<file path="config.mk">
export PLATFORM = sky130hd
export DESIGN_NAME = frontend_top
export DESIGN_NICKNAME = d
export VERILOG_FILES = /design/src/frontend_pkg.sv /design/src/fetch_sequencer.sv /design/src/prefetch_queue.sv /design/src/instr_buffer.sv /design/src/frontend_top.sv
export SDC_FILE = /design/constraint.sdc
export NUM_CORES = 1
export LEC_CHECK = 0
export BUFFER_PORTS_ARGS = -buffer_cell sky130_fd_sc_hd__buf_2
export CAP_MARGIN = 20
export CORE_UTILIZATION = 50
export CTS_CLUSTER_SIZE = 25
export DETAILED_ROUTE_END_ITERATION = 12
export PLACE_DENSITY = 0.71
export SKIP_LAST_GASP = 1
export SLEW_MARGIN = 20
export SYNTH_ARGS = -nofsm -noshare
export SYNTH_HDL_FRONTEND = slang
export SYNTH_HIERARCHICAL = 1
export SYNTH_SLANG_ARGS = --single-unit
export TNS_END_PERCENT = 50
</file>
<file path="constraint.sdc">
create_clock -name clk -period 8.95 [get_ports clk]
set_input_delay 1.79 -clock clk [delete_from_list [all_inputs] [get_ports clk]]
set_output_delay 1.79 -clock clk [all_outputs]
set_load 0.01 [all_outputs]
</file>
<file path="src/frontend_pkg.sv">
// widths, halfword types and the request state enum shared by the
// instruction fetch front end
`default_nettype none

package frontend_pkg;

	// ---------------------------------------------------------
	// bus and instruction widths
	// ---------------------------------------------------------

	// byte address width of the fetch bus
	localparam int w_addr = 32;
	// the bus always returns one full word per request
	localparam int w_data = 32;
	// one instruction parcel, the size of a compressed instruction
	localparam int w_hw = 16;

	typedef logic [w_addr-1:0] addr_t;
	typedef logic [w_data-1:0] word_t;

	// ---------------------------------------------------------
	// halfword bookkeeping
	// ---------------------------------------------------------

	// bit 0 flags the lower halfword of a word, bit 1 the upper halfword
	typedef logic [1:0] hw_mask_t;

	// a count of halfwords from 0 to 3, used for the buffer level and
	// for the decode window valid and use counts
	typedef logic [1:0] hw_count_t;

	// request state of the fetch sequencer
	typedef enum logic [1:0] {
		// held through reset and for the edge that leaves it
		SEQ_RESET,
		// requests and jumps go out freely
		SEQ_RUN,
		// an address was offered but not taken, it must stay put
		SEQ_HOLD
	} seq_state_e;

endpackage

`default_nettype wire

</file>
<file path="src/fetch_sequencer.sv">
// fetch address counter, bus request generation, in-flight count and
// discard tracking for responses that belong to an abandoned path
`timescale 1ns/1ps
`default_nettype none

module fetch_sequencer #(
	parameter frontend_pkg::addr_t reset_vector = '0
) (
	input  wire                         clk,
	input  wire                         rst_n,
	input  wire frontend_pkg::addr_t    jump_target,
	input  wire                         jump_target_vld,
	output logic                        jump_target_rdy,
	output frontend_pkg::addr_t         mem_addr,
	output logic                        mem_addr_vld,
	input  wire                         mem_addr_rdy,
	input  wire                         mem_data_vld,
	input  wire                         q_full,
	input  wire                         q_almost_full,
	output logic                        jump_now,
	output logic                        flush_pending,
	output frontend_pkg::hw_mask_t      mem_data_hwvld
);

	frontend_pkg::seq_state_e state;
	// runs ahead of decode in word steps
	frontend_pkg::addr_t fetch_addr;
	frontend_pkg::addr_t jump_addr;
	logic [1:0] pending;
	logic [1:0] flush_ctr;
	// the first kept word after a jump starts on its upper halfword
	logic first_odd;
	logic fetch_stall;
	logic addr_acc;

	// ---------------------------------------------------------
	// request generation
	// ---------------------------------------------------------

	// jumps are refused only while an address is held on the bus
	assign jump_target_rdy = state == frontend_pkg::SEQ_RUN;
	assign jump_now = jump_target_vld && jump_target_rdy;

	// the bus only sees word addresses, halfword offset goes to first_odd
	assign jump_addr = {jump_target[frontend_pkg::w_addr-1:2], 2'b00};

	// registered counts only, so there is no path from the data phase
	// back into the address phase
	assign fetch_stall = q_full || (q_almost_full && |pending) || pending[1];

	assign addr_acc = mem_addr_vld && mem_addr_rdy;

	always_comb begin
		mem_addr = fetch_addr;
		mem_addr_vld = 1'b0;
		case (state)
		frontend_pkg::SEQ_HOLD: begin
			// fetch_addr already holds whatever was offered last cycle
			mem_addr_vld = 1'b1;
		end
		frontend_pkg::SEQ_RUN: begin
			if (jump_target_vld) begin
				mem_addr = jump_addr;
				// flushed responses still count, two in flight is the limit
				mem_addr_vld = !pending[1];
			end else begin
				mem_addr_vld = !fetch_stall;
			end
		end
		default: begin
			mem_addr_vld = 1'b0;
		end
		endcase
	end

	// ---------------------------------------------------------
	// state and fetch address
	// ---------------------------------------------------------

	always_ff @(posedge clk or negedge rst_n) begin
		if (!rst_n) begin
			state <= frontend_pkg::SEQ_RESET;
			fetch_addr <= reset_vector;
		end else begin
			if (state == frontend_pkg::SEQ_RESET) begin
				state <= frontend_pkg::SEQ_RUN;
			end else if (mem_addr_vld && !mem_addr_rdy) begin
				state <= frontend_pkg::SEQ_HOLD;
			end else begin
				state <= frontend_pkg::SEQ_RUN;
			end
			// a jump that goes straight through is post-incremented,
			// otherwise the target waits here to be issued or held
			if (jump_now) begin
				fetch_addr <= jump_addr + (addr_acc ? 32'd4 : 32'd0);
			end else if (addr_acc) begin
				fetch_addr <= fetch_addr + 32'd4;
			end
		end
	end

	// ---------------------------------------------------------
	// in-flight and discard tracking
	// ---------------------------------------------------------

	always_ff @(posedge clk or negedge rst_n) begin
		if (!rst_n) begin
			pending <= 2'd0;
			flush_ctr <= 2'd0;
			first_odd <= 1'b0;
		end else begin
			pending <= pending + {1'b0, addr_acc} - {1'b0, mem_data_vld};
			// everything still due at a jump is on the old path, a
			// response in the jump cycle itself is dropped by the jump
			if (jump_now) begin
				flush_ctr <= pending - {1'b0, mem_data_vld};
			end else if (|flush_ctr && mem_data_vld) begin
				flush_ctr <= flush_ctr - 2'd1;
			end
			// responses come back in order, so the first one not
			// discarded is the word holding the jump target
			if (jump_now) begin
				first_odd <= jump_target[1];
			end else if (mem_data_vld && !flush_pending) begin
				first_odd <= 1'b0;
			end
		end
	end

	assign flush_pending = |flush_ctr;
	assign mem_data_hwvld = {1'b1, !first_odd};

	a_pending_max: assert property (@(posedge clk) disable iff (!rst_n)
		pending != 2'd3)
		else $error("fetch_sequencer: more than two fetches in flight");

	a_flush_le_pending: assert property (@(posedge clk) disable iff (!rst_n)
		flush_ctr <= pending)
		else $error("fetch_sequencer: discard count above in-flight count");

	// the bus must not answer a request that was never made
	a_no_orphan_data: assert property (@(posedge clk) disable iff (!rst_n)
		mem_data_vld |-> pending != 2'd0)
		else $error("fetch_sequencer: data response with nothing pending");

endmodule

`default_nettype wire

</file>
<file path="src/prefetch_queue.sv">
// two-entry shift queue of fetched words with halfword valids and bus
// error bits, sitting beside the bypass path into the instruction buffer
`timescale 1ns/1ps
`default_nettype none

module prefetch_queue (
	input  wire                         clk,
	input  wire                         rst_n,
	input  wire frontend_pkg::word_t    mem_data,
	input  wire                         mem_data_err,
	input  wire                         mem_data_vld,
	input  wire frontend_pkg::hw_mask_t mem_data_hwvld,
	input  wire                         flush_pending,
	input  wire                         jump_now,
	input  wire                         room_for_fetch,
	output frontend_pkg::word_t         head_data,
	output frontend_pkg::hw_mask_t      head_hwvld,
	output logic                        head_err,
	output logic                        q_empty,
	output logic                        q_full,
	output logic                        q_almost_full
);

	// two entries keep the bus busy while decode stalls
	localparam int q_depth = 2;

	frontend_pkg::word_t    q_data  [q_depth];
	logic                   q_err   [q_depth];
	frontend_pkg::hw_mask_t q_hwvld [q_depth];
	logic [q_depth-1:0]     q_vld;

	// view of the entry above each one, the bus sits above the top entry
	frontend_pkg::word_t    up_data  [q_depth];
	logic                   up_err   [q_depth];
	frontend_pkg::hw_mask_t up_hwvld [q_depth];
	logic [q_depth-1:0]     up_vld;
	logic [q_depth-1:0]     below_vld;

	logic push;
	logic pop;

	always_comb begin
		for (int i = 0; i < q_depth; i++) begin
			q_vld[i] = |q_hwvld[i];
		end
		for (int i = 0; i < q_depth - 1; i++) begin
			up_data[i] = q_data[i+1];
			up_err[i] = q_err[i+1];
			up_hwvld[i] = q_hwvld[i+1];
		end
		up_data[q_depth-1] = mem_data;
		up_err[q_depth-1] = mem_data_err;
		up_hwvld[q_depth-1] = 2'b00;
	end

	assign up_vld = {1'b0, q_vld[q_depth-1:1]};
	// entry 0 can always take a push, higher ones only on top of data
	assign below_vld = {q_vld[q_depth-2:0], 1'b1};

	assign q_empty = !q_vld[0];
	assign q_almost_full = q_vld[q_depth-2];
	assign q_full = q_vld[q_depth-1];

	// a word the buffer takes straight from the bus must not be stored too
	assign push = mem_data_vld && !flush_pending && !(room_for_fetch && q_empty);
	assign pop = room_for_fetch && !q_empty;

	// ---------------------------------------------------------
	// entry update
	// ---------------------------------------------------------

	always_ff @(posedge clk or negedge rst_n) begin
		if (!rst_n) begin
			for (int i = 0; i < q_depth; i++) begin
				q_hwvld[i] <= 2'b00;
			end
		end else begin
			for (int i = 0; i < q_depth; i++) begin
				if (jump_now) begin
					q_hwvld[i] <= 2'b00;
				end else if (up_vld[i] && pop) begin
					q_hwvld[i] <= up_hwvld[i];
				end else if (q_vld[i] && pop) begin
					// top valid entry drains, a same-cycle push lands here
					q_hwvld[i] <= push ? mem_data_hwvld : 2'b00;
				end else if (!q_vld[i] && push && !pop && below_vld[i]) begin
					q_hwvld[i] <= mem_data_hwvld;
				end
			end
		end
	end

	// payload follows the valids and needs no clearing
	always_ff @(posedge clk) begin
		for (int i = 0; i < q_depth; i++) begin
			if (pop || (push && !q_vld[i])) begin
				q_data[i] <= up_vld[i] ? up_data[i] : mem_data;
				q_err[i] <= up_vld[i] ? up_err[i] : mem_data_err;
			end
		end
	end

	assign head_data = q_data[0];
	assign head_hwvld = q_hwvld[0];
	assign head_err = q_err[0];

	// the head is always entry 0, so valid entries must stay packed
	a_compact: assert property (@(posedge clk) disable iff (!rst_n)
		q_vld[1] |-> q_vld[0])
		else $error("prefetch_queue: entry 1 valid above an empty entry 0");

endmodule

`default_nettype wire

</file>
<file path="src/instr_buffer.sv">
// three-halfword shift buffer forming the current instruction register,
// with queue pop and bus bypass control
`timescale 1ns/1ps
`default_nettype none

module instr_buffer (
	input  wire                            clk,
	input  wire                            rst_n,
	input  wire frontend_pkg::word_t       mem_data,
	input  wire                            mem_data_err,
	input  wire                            mem_data_vld,
	input  wire frontend_pkg::hw_mask_t    mem_data_hwvld,
	input  wire                            flush_pending,
	input  wire                            jump_now,
	input  wire frontend_pkg::word_t       head_data,
	input  wire frontend_pkg::hw_mask_t    head_hwvld,
	input  wire                            head_err,
	input  wire                            q_empty,
	input  wire frontend_pkg::hw_count_t   cir_use,
	output logic                           room_for_fetch,
	output logic [2*frontend_pkg::w_hw-1:0] cir,
	output frontend_pkg::hw_count_t        cir_vld,
	output frontend_pkg::hw_mask_t         cir_err
);

	// slots 0 and 1 are the decode window, slot 2 absorbs misalignment
	// between the window and word-aligned fetch data
	localparam int n_slot = 3;

	logic [frontend_pkg::w_hw-1:0] slot_hw     [n_slot];
	logic                          slot_err    [n_slot];
	logic [frontend_pkg::w_hw-1:0] shifted_hw  [n_slot];
	logic                          shifted_err [n_slot];
	logic [frontend_pkg::w_hw-1:0] next_hw     [n_slot];
	logic                          next_err    [n_slot];
	frontend_pkg::hw_count_t level;
	frontend_pkg::hw_count_t level_no_fetch;
	frontend_pkg::hw_count_t fill;
	frontend_pkg::hw_count_t level_next;

	logic                          fetch_vld;
	frontend_pkg::word_t           fetch_data;
	frontend_pkg::hw_mask_t        fetch_hwvld;
	logic                          fetch_err;
	logic [frontend_pkg::w_hw-1:0] fetch_lo;
	logic [frontend_pkg::w_hw-1:0] fetch_hi;

	// ---------------------------------------------------------
	// fetch word select
	// ---------------------------------------------------------

	// the queue head is older than anything on the bus
	assign fetch_vld = !q_empty || (mem_data_vld && !flush_pending);
	assign fetch_data = q_empty ? mem_data : head_data;
	assign fetch_hwvld = q_empty ? mem_data_hwvld : head_hwvld;
	assign fetch_err = q_empty ? mem_data_err : head_err;

	// a word entered at its upper halfword is moved down to the bottom
	assign fetch_hi = fetch_data[frontend_pkg::w_hw +: frontend_pkg::w_hw];
	assign fetch_lo = fetch_hwvld[0] ? fetch_data[0 +: frontend_pkg::w_hw] : fetch_hi;

	// ---------------------------------------------------------
	// shift out consumed halfwords, then overlay fresh data
	// ---------------------------------------------------------

	always_comb begin
		shifted_hw = slot_hw;
		shifted_err = slot_err;
		if (cir_use == 2'd2) begin
			shifted_hw[0] = slot_hw[2];
			shifted_err[0] = slot_err[2];
		end else if (cir_use == 2'd1) begin
			shifted_hw[0] = slot_hw[1];
			shifted_err[0] = slot_err[1];
			shifted_hw[1] = slot_hw[2];
			shifted_err[1] = slot_err[2];
		end
	end

	assign level_no_fetch = level - cir_use;

	// a full word needs two free slots, a half word only one
	assign room_for_fetch = level_no_fetch <= ((&fetch_hwvld) ? 2'd1 : 2'd2);

	always_comb begin
		next_hw = shifted_hw;
		next_err = shifted_err;
		if (room_for_fetch) begin
			case (level_no_fetch)
			2'd0: begin
				next_hw[0] = fetch_lo;
				next_err[0] = fetch_err;
				next_hw[1] = fetch_hi;
				next_err[1] = fetch_err;
			end
			2'd1: begin
				next_hw[1] = fetch_lo;
				next_err[1] = fetch_err;
				next_hw[2] = fetch_hi;
				next_err[2] = fetch_err;
			end
			default: begin
				next_hw[2] = fetch_lo;
				next_err[2] = fetch_err;
			end
			endcase
		end
	end

	assign fill = (room_for_fetch && fetch_vld) ? ((&fetch_hwvld) ? 2'd2 : 2'd1) : 2'd0;
	assign level_next = jump_now ? 2'd0 : level_no_fetch + fill;

	always_ff @(posedge clk or negedge rst_n) begin
		if (!rst_n) begin
			level <= 2'd0;
			cir_vld <= 2'd0;
		end else begin
			level <= level_next;
			// decode only ever sees up to two halfwords
			cir_vld <= (level_next == 2'd3) ? 2'd2 : level_next;
		end
	end

	always_ff @(posedge clk) begin
		slot_hw <= next_hw;
		slot_err <= next_err;
	end

	assign cir = {slot_hw[1], slot_hw[0]};
	assign cir_err = {slot_err[1], slot_err[0]};

	a_use_le_vld: assert property (@(posedge clk) disable iff (!rst_n)
		cir_use <= cir_vld)
		else $error("instr_buffer: decode used more halfwords than valid");

	// at most one word arrives per cycle, so 0 to 3 means an underflow
	a_level_step: assert property (@(posedge clk) disable iff (!rst_n)
		level == 2'd0 |=> level != 2'd3)
		else $error("instr_buffer: level went from 0 to 3 in one cycle");

endmodule

`default_nettype wire

</file>
<file path="src/frontend_top.sv">
// top level of the fetch front end, joining the sequencer, the prefetch
// queue and the instruction buffer to the bus, jump and decode ports
`timescale 1ns/1ps
`default_nettype none

module frontend_top #(
	parameter frontend_pkg::addr_t reset_vector = '0
) (
	input  wire                             clk,
	input  wire                             rst_n,
	// bus address phase
	output frontend_pkg::addr_t             mem_addr,
	output logic                            mem_addr_vld,
	input  wire                             mem_addr_rdy,
	// bus data phase, no back-pressure
	input  wire frontend_pkg::word_t        mem_data,
	input  wire                             mem_data_err,
	input  wire                             mem_data_vld,
	// redirect from the core
	input  wire frontend_pkg::addr_t        jump_target,
	input  wire                             jump_target_vld,
	output logic                            jump_target_rdy,
	// decode window
	output logic [2*frontend_pkg::w_hw-1:0] cir,
	output frontend_pkg::hw_count_t         cir_vld,
	input  wire frontend_pkg::hw_count_t    cir_use,
	output frontend_pkg::hw_mask_t          cir_err
);

	logic                   jump_now;
	logic                   flush_pending;
	frontend_pkg::hw_mask_t mem_data_hwvld;
	frontend_pkg::word_t    head_data;
	frontend_pkg::hw_mask_t head_hwvld;
	logic                   head_err;
	logic                   q_empty;
	logic                   q_full;
	logic                   q_almost_full;
	logic                   room_for_fetch;

	// ---------------------------------------------------------
	// address side
	// ---------------------------------------------------------

	fetch_sequencer #(
		.reset_vector    (reset_vector)
	) u_seq (
		.clk             (clk),
		.rst_n           (rst_n),
		.jump_target     (jump_target),
		.jump_target_vld (jump_target_vld),
		.jump_target_rdy (jump_target_rdy),
		.mem_addr        (mem_addr),
		.mem_addr_vld    (mem_addr_vld),
		.mem_addr_rdy    (mem_addr_rdy),
		.mem_data_vld    (mem_data_vld),
		.q_full          (q_full),
		.q_almost_full   (q_almost_full),
		.jump_now        (jump_now),
		.flush_pending   (flush_pending),
		.mem_data_hwvld  (mem_data_hwvld)
	);

	// ---------------------------------------------------------
	// data side, queue and buffer both watch the bus
	// ---------------------------------------------------------

	prefetch_queue u_queue (
		.clk            (clk),
		.rst_n          (rst_n),
		.mem_data       (mem_data),
		.mem_data_err   (mem_data_err),
		.mem_data_vld   (mem_data_vld),
		.mem_data_hwvld (mem_data_hwvld),
		.flush_pending  (flush_pending),
		.jump_now       (jump_now),
		.room_for_fetch (room_for_fetch),
		.head_data      (head_data),
		.head_hwvld     (head_hwvld),
		.head_err       (head_err),
		.q_empty        (q_empty),
		.q_full         (q_full),
		.q_almost_full  (q_almost_full)
	);

	instr_buffer u_buf (
		.clk            (clk),
		.rst_n          (rst_n),
		.mem_data       (mem_data),
		.mem_data_err   (mem_data_err),
		.mem_data_vld   (mem_data_vld),
		.mem_data_hwvld (mem_data_hwvld),
		.flush_pending  (flush_pending),
		.jump_now       (jump_now),
		.head_data      (head_data),
		.head_hwvld     (head_hwvld),
		.head_err       (head_err),
		.q_empty        (q_empty),
		.cir_use        (cir_use),
		.room_for_fetch (room_for_fetch),
		.cir            (cir),
		.cir_vld        (cir_vld),
		.cir_err        (cir_err)
	);

endmodule

`default_nettype wire

</file>
==> qor.yml <==
cts-resized-gates: 0
area_delta_synth_final_pct: 12.5
grt_pass1_wl_um: 36800
post-place-ws_ps: 2810
r2r_start: "u_queue/q_hwvld[1]"
instances_no_fill: 1347
worstPathMaxFanout: 53
grt_max_degree: 65
synth_seq_cells: 162
met2_usage: 0.362
synth.most_common_cell: "nand2_1"
finalCritPeriodShare: 0.599
p_leak_nw: 4.57
drt-total-wl_um: 23400
htree_levels: 4
multi_input_area_um2: 4780
hold_class: "reg2reg"
cts_buffers: 17
yosysTopAreaCellShare: 0.256
hpwlAfterDp_um: 15900
synthXorXnorAreaFrac: 0.0438
first_pass_iters: 5
synth_compound_area_frac: 0.0979
setup_viol: 0
syn_area_um2: 9750
ctsHoldBuffers: 0
final_antenna_net_count: 0
reg2reg_to: "u_seq/fetch_addr[31]"
clock_latency_ps: 430
cts_root_buffer: "clkbuf_16"
gp_congestion: 0.848
synth_cells: 998
timing.hold.ws_ps: 520
fin_setup_tns_ps: 0
status: "completed"
die_height_um: 142
drv_slew: 0
rows: 50
drt_iter0_markers: 609
overflow: 0
start_kind: "input port"
hold_start: "u_seq/pending[1]"
slew_headroom: 0.292
post_drt_via_cell_ratio: 5.66
maxCapViolations: 0
worstSetupEndpointType: "flip-flop"
ys_types: 62
io_buffers: 138
ios: 142
cp_slowest_cell: "xor3_1"
core_um2: 18900
busiest_layer: "met2"
clock_sinks: 162
drc: 0
ys_top_cells_by_count: "nand2_1 (137), mux2i_1 (86), edfxtp_1 (83)"
slowest_delay_ps: 810
final_hold_viol_count: 0
clkTransAtPathRegs_ps: 60
wl_per_cell_um: 17.4
worstMarginPinSlew_ps: 1050
vdd_drop_max_mv: 0.169
ys.flop_type: "edfxtp_1"
seq_area_um2: 4300
rr_worst_depth: 12
yosys_warnings: 6
criticalPathCategory: "in2reg"
first_global_vias: 6844
post-route-min-period_ps: 5360
p_per_area_nw_per_um2: 363
synthAdderAreaFrac: 0.0154
grt_use_met3: 0.0449
start_util: 0.516
synth_mux_area_frac: 0.148
layout.nets: 1157
antenna_found_initial: 2
cts_setup_buffers: 0
yosysSeqAreaShare: 0.441
synth-simple-area-share: 0.180
die_w_um: 142
yosysTopAreaCell: "edfxtp_1"
use_met1: 0.336
ctsLongestPathBuffers: 2
rrSetupSlack_ps: 4530
finClkSkew_ps: 6.60
fillers: 1661
async_flop_share: 0.278
hold_depth: 1
cts_tree: "yes"
layout-drive-gt1-share: 0.238
rsz0062_at_grt: "no"
worstHoldEndpoint: "u_seq/pending[1]"
cp.required_ps: 9080
synth_top_family_by_area: "simple AND/OR/NAND/NOR gates"
synth_area_leaders: "edfxtp_1 (26%), dfrtp_1 (12%), mux2i_1 (8.8%)"
vias: 7629
fin_ws_ps: 3590
synth_edf_count: 83
max_freq_ghz: 0.186
grtUsageTotal: 0.236
syn_avg_cell_area_um2: 9.77
placed_cells: 1312
cp.arrival_ps: 5490
path_cells: "buf_2, buf_4, ha_1, xor3_1, o21ai_0, or3b_4, o21ai_4, buf_16"
dieArea_um2: 20100
final cells by class:
type / count / area share
multi-input combinational: 710 / 0.436
sequential: 162 / 0.392
timing repair buffer: 149 / 0.0742
clock buffer: 21 / 0.0402
tap: 260 / 0.0297
clock inverter: 11 / 0.0162
inverter: 33 / 0.0113
antenna: 1 / 0.000228
sequential cells by signal, indices dropped and copies added (netlist names), 16 cells and up:
signal and count:
u_seq/fetch_addr 30, u_buf/shifted_hw 16, u_buf/cir 32, u_queue/q_data 64
how the worst max path moves through the flow:
stage | startpoint | endpoint | slack, ps | depth (start not counted)
final | cir_use[0] | u_queue/q_data[0][46] | 3590 | 8
after global routing | cir_use[0] | u_queue/q_data[0][8] | 3330 | 8
after CTS | cir_use[0] | u_queue/q_data[0][61] | 3280 | 7
after detailed placement | cir_use[0] | u_queue/q_data[0][38] | 2810 | 7
after global placement | cir_use[0] | u_queue/q_data[0][40] | 2820 | 7
after floorplan | cir_use[0] | u_queue/q_data[0][0] | 2900 | 6
metrics by stage:
step | util | power, mW | instance area, um2
after floorplan | - | 2.77 | 9750
after global placement | 0.545 | 3.12 | 10300
after detailed placement | 0.545 | 3.17 | 10300
final | 0.580 | 3.98 | 11000
after CTS | 0.577 | 3.95 | 10900
after global routing | 0.580 | 4.23 | 11000
cell usage in the layout, fill, tap and decap left out, types with 4 or more instances in the layout:
cell type  instances
or4_1              8
xnor2_1           31
clkbuf_1           4
or3_1              4
edfxtp_1          83
buf_4              9
mux2i_1           85
o21ai_1           10
clkbuf_16         17
dfxtp_1           34
o221ai_1          17
dfrtp_1           45
o31ai_1            4
a31oi_1           10
nand4_1           16
and3_1             6
and4_1             9
mux2_2            52
ha_1              12
nor2b_1            5
o21ai_2           10
nor3_1            31
nand3_1           58
xor2_1            15
buf_2            138
nor4_1            19
nor2_1            47
o21ai_0           21
bufinv_16          4
inv_1             31
a21oi_1           55
nand2_1          136
report_power, final:
| part | leakage (nW) | switching [mW] | internal, mW |
|---|---|---|---|
| Sequential | 1.60 | 0.241 | 1.22 |
| Clock | 0.289 | 0.304 | 0.470 |
| Combinational | 2.68 | 1.05 | 0.690 |
| Total | 4.57 | 1.60 | 2.38 |
metal layers:
metal | routed length (um) | up-vias
met5 | 8 | -
met4 | 392 | 2
met3 | 1480 | 35
met2 | 10600 | 269
met1 | 10900 | 3579
li1 | - | 3744
critical path: cells and delay by family:
kind	cells	cell delay, ps
compound gates	2	1010
xor+xnor	1	810
fa+ha+maj	1	310
buf+inv	3	940
simple gates	1	590
logic make-up (layout without fill, tap and decap cells):
logic type                 count (synthesis)  count (layout)
muxes                                    138             138
adders and majority gates                 12              12
AOI/OAI and AO/OA                        151             151
DFF                                      162             162
xor gates and xnor gates                  47              47
buffers and inverters                    127             214
other                                      2               4
and+or+nand+nor                          359             359
Power figures use the tool's default switching activity.
